[config.mk]
export PLATFORM = sky130hd
export DESIGN_NAME = audio_mix_top
export DESIGN_NICKNAME = d
export VERILOG_FILES = /design/src/hdl/audio_pkg.sv /design/src/hdl/sample_stream_if.sv /design/src/hdl/audio_mix_top.sv /design/src/hdl/range_compressor.sv /design/src/hdl/sample_fifo.sv /design/src/hdl/source_mixer.sv
export VERILOG_INCLUDE_DIRS = /design/src /design/src/hdl
export SDC_FILE = /design/constraint.sdc
export NUM_CORES = 1
export LEC_CHECK = 0
export ABC_CLOCK_PERIOD_IN_PS = 6390
export BUFFER_PORTS_ARGS = -buffer_cell sky130_fd_sc_hd__buf_2
export CAP_MARGIN = 25
export CELL_PAD_IN_SITES_DETAIL_PLACEMENT = 1
export CELL_PAD_IN_SITES_GLOBAL_PLACEMENT = 1
export CORE_MARGIN = 5
export CORE_UTILIZATION = 51
export DETAILED_ROUTE_END_ITERATION = 16
export HOLD_SLACK_MARGIN = 0.06
export PLACE_DENSITY = 0.82
export SYNTH_ARGS = -nofsm -noshare
export SYNTH_HDL_FRONTEND = slang
export SYNTH_SLANG_ARGS = --single-unit
export TNS_END_PERCENT = 30
[constraint.sdc]
create_clock -name clk_sys -period 6.39 [get_ports clk_sys]
set_input_delay 0.639 -clock clk_sys [delete_from_list [all_inputs] [get_ports clk_sys]]
set_output_delay 0.639 -clock clk_sys [all_outputs]
set_load 0.01 [all_outputs]
[src/hdl/audio_cfg.svh]
////////////////////////////////////////////////////////////
// Width, buffer and compressor constants for the audio path
// Included by the package and by every module that needs a
// sample width, the FIFO depth or a knee setting
////////////////////////////////////////////////////////////

`ifndef AUDIO_CFG_SVH
`define AUDIO_CFG_SVH

// Source and output sample width
`define AUDIO_W 16

// Mixing sum, two guard bits over a sample
`define MIX_W 18

// Stereo entries between mixer and compressor
`define FIFO_DEPTH 4

// 2x curve: gain below the knee, divisor above it
`define COMP_X1 14044
`define COMP_A1 2
`define COMP_F1 4

// 4x curve
`define COMP_X2 7399
`define COMP_A2 4
`define COMP_F2 8

`endif
[src/hdl/audio_pkg.sv]
////////////////////////////////////////////////////////////
// Shared types of the audio path
// Sample words, the stereo pair and the boost mode encoding
////////////////////////////////////////////////////////////

`include "audio_cfg.svh"

package audio_pkg;

	// One signed source or output sample
	typedef logic signed [`AUDIO_W-1:0] sample_t;

	// Intermediate mixing sum with headroom
	typedef logic signed [`MIX_W-1:0] mix_t;

	// Stereo pair as it travels on the stream
	typedef struct packed {
		sample_t left;
		sample_t right;
	} stereo_t;

	// Boost selection
	// Code 3 is not named and is treated as 4x by the compressor
	typedef enum logic [1:0] {
		boost_off = 2'd0,
		boost_2x  = 2'd1,
		boost_4x  = 2'd2
	} boost_e;

endpackage

[src/hdl/sample_stream_if.sv]
////////////////////////////////////////////////////////////
// Stereo sample stream with a valid/ready handshake
// A transfer happens on a clock edge with valid and ready high
////////////////////////////////////////////////////////////

interface sample_stream_if
	import audio_pkg::*;
();

	logic    valid;
	logic    ready;
	stereo_t data;

	// Producer side
	modport source (
		output valid,
		output data,
		input  ready
	);

	// Consumer side
	modport sink (
		input  valid,
		input  data,
		output ready
	);

endinterface

[src/hdl/audio_mix_top.sv]
////////////////////////////////////////////////////////////
// Audio path top: mixer, sample FIFO and boost compressor
// Input and output streams use plain valid/ready ports
////////////////////////////////////////////////////////////

module audio_mix_top
	import audio_pkg::*;
(
	input  logic    clk_sys,
	input  logic    reset,

	// Source sample set
	input  logic    in_valid,
	output logic    in_ready,
	input  sample_t cdda_left,
	input  sample_t cdda_right,
	input  sample_t adpcm,
	input  sample_t psg_left,
	input  sample_t psg_right,

	// Hold steady while samples are in flight
	input  boost_e  boost,

	// Stereo output
	output logic    out_valid,
	input  logic    out_ready,
	output sample_t audio_left,
	output sample_t audio_right
);

	sample_stream_if mix_stream ();
	sample_stream_if comp_stream ();

	source_mixer source_mixer_inst (
		.clk_sys    (clk_sys),
		.reset      (reset),
		.in_valid   (in_valid),
		.in_ready   (in_ready),
		.cdda_left  (cdda_left),
		.cdda_right (cdda_right),
		.adpcm      (adpcm),
		.psg_left   (psg_left),
		.psg_right  (psg_right),
		.mix_out    (mix_stream.source)
	);

	sample_fifo sample_fifo_inst (
		.clk_sys (clk_sys),
		.reset   (reset),
		.wr      (mix_stream.sink),
		.rd      (comp_stream.source)
	);

	range_compressor range_compressor_inst (
		.clk_sys     (clk_sys),
		.reset       (reset),
		.boost       (boost),
		.comp_in     (comp_stream.sink),
		.out_valid   (out_valid),
		.out_ready   (out_ready),
		.audio_left  (audio_left),
		.audio_right (audio_right)
	);

endmodule

[src/hdl/range_compressor.sv]
////////////////////////////////////////////////////////////
// Output boost with soft knee compression near full scale
// One output register, stream in and plain valid/ready out
////////////////////////////////////////////////////////////

`include "audio_cfg.svh"

module range_compressor
	import audio_pkg::*;
(
	input  logic    clk_sys,
	input  logic    reset,
	input  boost_e  boost,
	sample_stream_if.sink comp_in,
	output logic    out_valid,
	input  logic    out_ready,
	output sample_t audio_left,
	output sample_t audio_right
);

	localparam int W = `AUDIO_W;

	logic    in_fire;
	stereo_t shaped;

	// Gain below the knee, compressed slope above it, sign restored
	function automatic sample_t soft_knee(sample_t s, int knee, int gain, int div);
		logic [W-1:0] mag;
		logic [W-1:0] res;
		mag = s[W-1] ? (~s + 1'b1) : s;
		if (mag < knee)
			res = W'(mag * gain);
		else
			res = W'(((mag - knee) / div) + (knee * gain));
		return s[W-1] ? sample_t'(~res + 1'b1) : sample_t'(res);
	endfunction

	// Register takes a new sample when empty or being read
	assign comp_in.ready = !out_valid || out_ready;
	assign in_fire       = comp_in.valid && comp_in.ready;

	always_comb begin
		case (boost)
			boost_off: begin
				shaped = comp_in.data;
			end
			boost_2x: begin
				shaped.left  = soft_knee(comp_in.data.left, `COMP_X1, `COMP_A1, `COMP_F1);
				shaped.right = soft_knee(comp_in.data.right, `COMP_X1, `COMP_A1, `COMP_F1);
			end
			// 4x, and the unnamed code 3
			default: begin
				shaped.left  = soft_knee(comp_in.data.left, `COMP_X2, `COMP_A2, `COMP_F2);
				shaped.right = soft_knee(comp_in.data.right, `COMP_X2, `COMP_A2, `COMP_F2);
			end
		endcase
	end

	//////////////////////////////////////////////////////////////
	// Output register
	//////////////////////////////////////////////////////////////

	always_ff @(posedge clk_sys) begin
		if (reset)
			out_valid <= 1'b0;
		else if (in_fire)
			out_valid <= 1'b1;
		else if (out_ready)
			out_valid <= 1'b0;
	end

	always_ff @(posedge clk_sys) begin
		if (in_fire) begin
			audio_left  <= shaped.left;
			audio_right <= shaped.right;
		end
	end

	// Held sample must not change until the consumer takes it
	assert property (@(posedge clk_sys) disable iff (reset)
		(out_valid && !out_ready) |=>
			(out_valid && $stable(audio_left) && $stable(audio_right)));

endmodule

[src/hdl/sample_fifo.sv]
////////////////////////////////////////////////////////////
// Stereo sample FIFO between the mixer and the compressor
// Circular buffer, registered occupancy, no bypass path
////////////////////////////////////////////////////////////

`include "audio_cfg.svh"

module sample_fifo
	import audio_pkg::*;
#(
	parameter int DEPTH = `FIFO_DEPTH
) (
	input  logic clk_sys,
	input  logic reset,
	sample_stream_if.sink   wr,
	sample_stream_if.source rd
);

	localparam int AW = $clog2(DEPTH);
	localparam int CW = AW + 1;

	stereo_t         mem [DEPTH];
	logic [AW-1:0]   wr_ptr;
	logic [AW-1:0]   rd_ptr;
	logic [CW-1:0]   count;
	logic            wr_fire;
	logic            rd_fire;

	// Handshake flags come from the occupancy alone
	assign wr.ready = (count != CW'(DEPTH));
	assign rd.valid = (count != '0);
	assign rd.data  = mem[rd_ptr];

	assign wr_fire = wr.valid && wr.ready;
	assign rd_fire = rd.valid && rd.ready;

	//////////////////////////////////////////////////////////////
	// Pointers and count
	//////////////////////////////////////////////////////////////

	always_ff @(posedge clk_sys) begin
		if (reset) begin
			wr_ptr <= '0;
			rd_ptr <= '0;
			count  <= '0;
		end else begin
			// Depth is a power of two so pointers wrap by overflow
			if (wr_fire)
				wr_ptr <= wr_ptr + 1'b1;
			if (rd_fire)
				rd_ptr <= rd_ptr + 1'b1;

			case ({wr_fire, rd_fire})
				2'b10:   count <= count + 1'b1;
				2'b01:   count <= count - 1'b1;
				default: count <= count;
			endcase
		end
	end

	// Storage
	always_ff @(posedge clk_sys) begin
		if (wr_fire)
			mem[wr_ptr] <= wr.data;
	end

	//////////////////////////////////////////////////////////////
	// Occupancy checks
	//////////////////////////////////////////////////////////////

	assert property (@(posedge clk_sys) disable iff (reset)
		count <= CW'(DEPTH));

	// An empty buffer can only gain one entry, never wrap to the top
	assert property (@(posedge clk_sys) disable iff (reset)
		(count == '0) |=> (count <= CW'(1)));

endmodule

[src/hdl/source_mixer.sv]
////////////////////////////////////////////////////////////
// Attenuates CD, ADPCM and tone sources and sums them into a
// stereo pair. Three register stages that advance together
////////////////////////////////////////////////////////////

`include "audio_cfg.svh"

module source_mixer
	import audio_pkg::*;
(
	input  logic    clk_sys,
	input  logic    reset,
	input  logic    in_valid,
	output logic    in_ready,
	input  sample_t cdda_left,
	input  sample_t cdda_right,
	input  sample_t adpcm,
	input  sample_t psg_left,
	input  sample_t psg_right,
	sample_stream_if.source mix_out
);

	logic    advance;
	logic    s1_valid, s2_valid, s3_valid;
	sample_t s1_cdda_l, s1_cdda_r;
	sample_t s1_psg_l, s1_psg_r, s1_adpcm;
	mix_t    s2_sum_l, s2_sum_r;
	stereo_t s3_data;

	// Tone level is 1/2 + 1/4 + 1/16 of the input
	function automatic sample_t reduce_psg(sample_t s);
		return (s >>> 1) + (s >>> 2) + (s >>> 4);
	endfunction

	// ADPCM level is 1/2 + 1/4 + 1/8 of the input
	function automatic sample_t reduce_adpcm(sample_t s);
		return (s >>> 1) + (s >>> 2) + (s >>> 3);
	endfunction

	function automatic mix_t side_sum(sample_t cdda, sample_t psg, sample_t voice);
		return mix_t'(cdda) + mix_t'(psg) + mix_t'(voice);
	endfunction

	// Add a quarter and keep the top bits as the sample
	function automatic sample_t scale_top(mix_t sum);
		mix_t scaled;
		scaled = sum + (sum >>> 2);
		return scaled[`MIX_W-1 -: `AUDIO_W];
	endfunction

	// Whole pipe moves when the last stage drains or is empty
	assign advance  = !s3_valid || mix_out.ready;
	assign in_ready = advance;

	assign mix_out.valid = s3_valid;
	assign mix_out.data  = s3_data;

	always_ff @(posedge clk_sys) begin
		if (reset) begin
			s1_valid <= 1'b0;
			s2_valid <= 1'b0;
			s3_valid <= 1'b0;
		end else if (advance) begin
			s1_valid <= in_valid;
			s2_valid <= s1_valid;
			s3_valid <= s2_valid;
		end
	end

	//////////////////////////////////////////////////////////////
	// Sample stages
	//////////////////////////////////////////////////////////////

	always_ff @(posedge clk_sys) begin
		if (advance) begin
			s1_cdda_l <= cdda_left;
			s1_cdda_r <= cdda_right;
			s1_psg_l  <= reduce_psg(psg_left);
			s1_psg_r  <= reduce_psg(psg_right);
			s1_adpcm  <= reduce_adpcm(adpcm);

			// ADPCM is mono and feeds both sides
			s2_sum_l <= side_sum(s1_cdda_l, s1_psg_l, s1_adpcm);
			s2_sum_r <= side_sum(s1_cdda_r, s1_psg_r, s1_adpcm);

			s3_data.left  <= scale_top(s2_sum_l);
			s3_data.right <= scale_top(s2_sum_r);
		end
	end

	// A stalled pipe holds its last stage for the FIFO
	assert property (@(posedge clk_sys) disable iff (reset)
		!in_ready |=> (mix_out.valid && $stable(mix_out.data)));

endmodule

==> results.md <==
* Slew Limit Fails at 0
* Top-area cell type share of the netlist area at 39.94%
* Vias in the first global route at 19,662
* Port Buffers at 116
* DRT iter0 DRCs at 937
* Core Region at 0.04519 mm^2
* CP max FO at 24
* Worst Max-Slew Pin Slew at 1.016 ns
* Setup ws final at 0.3424 ns
* TritonCTS Sinks at 321
* Synthesized flop and latch total at 321
* Clock slew at reported path FFs at 0.06 ns
* DRC violations left at 0
* Die width at 223.1 um
* Root buf cell: clkbuf_16
* Final wirelength at 68,280 um
* Register area share after synthesis at 41.06%
* Max Root-Sink Buffers at 3
* Synthesized Nets at 2,411
* Nature of the critical path endpoint: flop
* Worst skew pair latency at 0.56 ns
* Final hold viol count at 0
* Global-route wire length before repair at 109,000 um
* Post-synth top cells: edfxtp_1, nor2_1, xnor2_1
* Cell taking the most area after synthesis: edfxtp_1
* Relative slew slack at 32.28%
* HPWL Detailed at 52,700 um
* Share of layout cells above drive strength 1 at 17.12%
* WL/cell at 23.25 um
* Cell variety after synth at 109
* Main synth FF type: edfxtp_1
* Count leader, synth: edfxtp_1
* H-tree depth at 2
* Startpoint Class: flop
* # rows at 78
* Tmin final at 6.048 ns
* DR vias at 17,793
* 1st-pass router iterations at 5
* Setup-failing EPs final at 0
* Final ANT Viol Nets at 0
* Post-CTS resize count at 0
* YS warnings at 0
* Area grow syn2layout at 12.37%
* Post-synthesis instance total at 2,126
* I/O pin cnt at 120
* Final setup TNS at 0 ns
* Die Y at 223.1 um
* TritonCTS clock tree: done
* Final nets at 2,596
* Layout Utilization at 57.59%
* Worst EP required at 6.76 ns
* Setup Skew at 0.02384 ns
* Fin cells at 2,937
* N_diodes at 0
* Hold Crit Class: input pin to flop
* Status: finished, final reports clean
* Pre-CTS setup slack at 0.3219 ns
* Syn_area_per_cell at 10.89 um^2
* Largest cells by area after synthesis: edfxtp_1, fa_1, ha_1, xnor2_1, a21oi_1
* FMAX at 165.4 MHz
* EDFF count, synth at 308
* Final period util at 94.64%
* Initial antenna violation count at 0
* Post CTS Setup Buffer Count at 0
* Synth Cell Area at 0.02316 mm^2
* Critical path class: flop to flop
* Vias per std cell at 6.058
* Hold_buf cts at 0
* Initial core utilization at 51.25%
* Placed cells at 2,873
* GRT Total Usage at 27.21%
* Die area at 0.04977 mm^2
* Maxcap violations at 0
* GRT Residual Overflow at 0
* Crit path DAT at 6.42 ns
* FFs w/ async S/R, synth at 0%
* RePlAce Congestion at 0.9180
* Largest net degree at the start of global routing at 81
* CTS buffer count at 36
* RSZ-0062 raised after global routing: yes
final timing paths:
kind,start,endpoint,slack [ns],cells past startpoint
setup / recovery,flop,range_compressor_inst.audio_right[12],0.34,20
hold / removal,cdda_right[14],source_mixer_inst.s1_cdda_r[14],0.26,1
setup reg to reg,flop,range_compressor_inst.audio_right[12],0.34,20
hold reg to reg,source_mixer_inst.s2_valid,source_mixer_inst.mix_out.valid,0.48,2
logic make-up after synthesis:
family | after synthesis | share of synthesized area [%]
fa+ha+maj | 199 | 13.25
buf+inv | 200 | 3.960
compound gates | 553 | 15.90
flops | 321 | 41.06
mux | 71 | 4.949
simple gates | 563 | 12.31
xor+xnor | 219 | 8.569
cells in the final DEF (no fill, tap or decap), types with 16 or more instances in the layout:
cell type / count
a21boi_0: 16
a21o_1: 27
a21oi_1: 137
a31oi_1: 33
and3_1: 18
buf_2: 116
buf_4: 107
clkbuf_16: 38
edfxtp_1: 308
fa_1: 77
ha_1: 121
inv_1: 119
mux2i_1: 28
mux4_2: 30
nand2_1: 131
nand2b_1: 25
nand3_1: 39
nand4_1: 16
nor2_1: 162
nor3_1: 51
o211ai_1: 21
o21a_1: 18
o21ai_0: 134
or3_1: 19
xnor2_1: 152
xor2_1: 59
per-layer routing:
layer	share of wire [%]	up-vias	wire [um]	track usage, %
li1	-	8254	-	-
met1	41	8928	27700	33.78
met2	52	476	35560	49.89
met3	4.1	135	2819	3.250
met4	3.2	0	2202	7.945
met5	0	-	0	0
worst max-delay path: stages (launching register included):
cell,delay (ns)
dfxtp_2,0.57
buf_12,0.26
mux4_2,0.66
nor2_1,0.44
a31oi_1,0.30
xnor2_2,0.54
o211ai_1,0.28
nand3_1,0.25
a31o_2,0.28
nand2_1,0.07
o21ai_0,0.12
ha_1,0.29
nand4_1,0.11
nor2_1,0.11
mux2i_1,0.10
or3_1,0.44
nor3_1,0.28
a31oi_1,0.15
xor2_1,0.16
a211o_1,0.29
o21ai_1,0.11
cell type report:
cell class / count / area, um^2
fill: 4857 / 19160
multi-input combinational: 1605 / 12750
sequential: 321 / 9510
timing repair buffer: 224 / 1404
clock buffer: 46 / 1001
tap: 600 / 750.7
inverter: 123 / 466.7
clock inverter: 18 / 143.9
registers in the layout (all words and copies together) (netlist names), 3 cells and up, named ones only:
register                           flops
source_mixer_inst.s1_adpcm            16
source_mixer_inst.s1_psg_l            16
source_mixer_inst.s1_cdda_r           16
source_mixer_inst.s2_sum_l            18
source_mixer_inst.mix_out.data        32
source_mixer_inst.s1_cdda_l           16
range_compressor_inst.audio_right     16
source_mixer_inst.s2_sum_r            18
source_mixer_inst.s1_psg_r            16
range_compressor_inst.audio_left      16
sample_fifo_inst.count                 3
sample_fifo_inst.mem                 128
metrics by stage:
stage	hold slack, ns	cell area (um^2)
global route	0.2350	26020
detailed placement	0.4733	24880
floorplan	0.4401	23160
finish	0.2556	26020
global placement	0.4512	24880
CTS	0.2288	26020
Power is left out: the tool's default activity adds up to more than one toggle a clock period on the data nets, which glitch-free logic cannot reach.
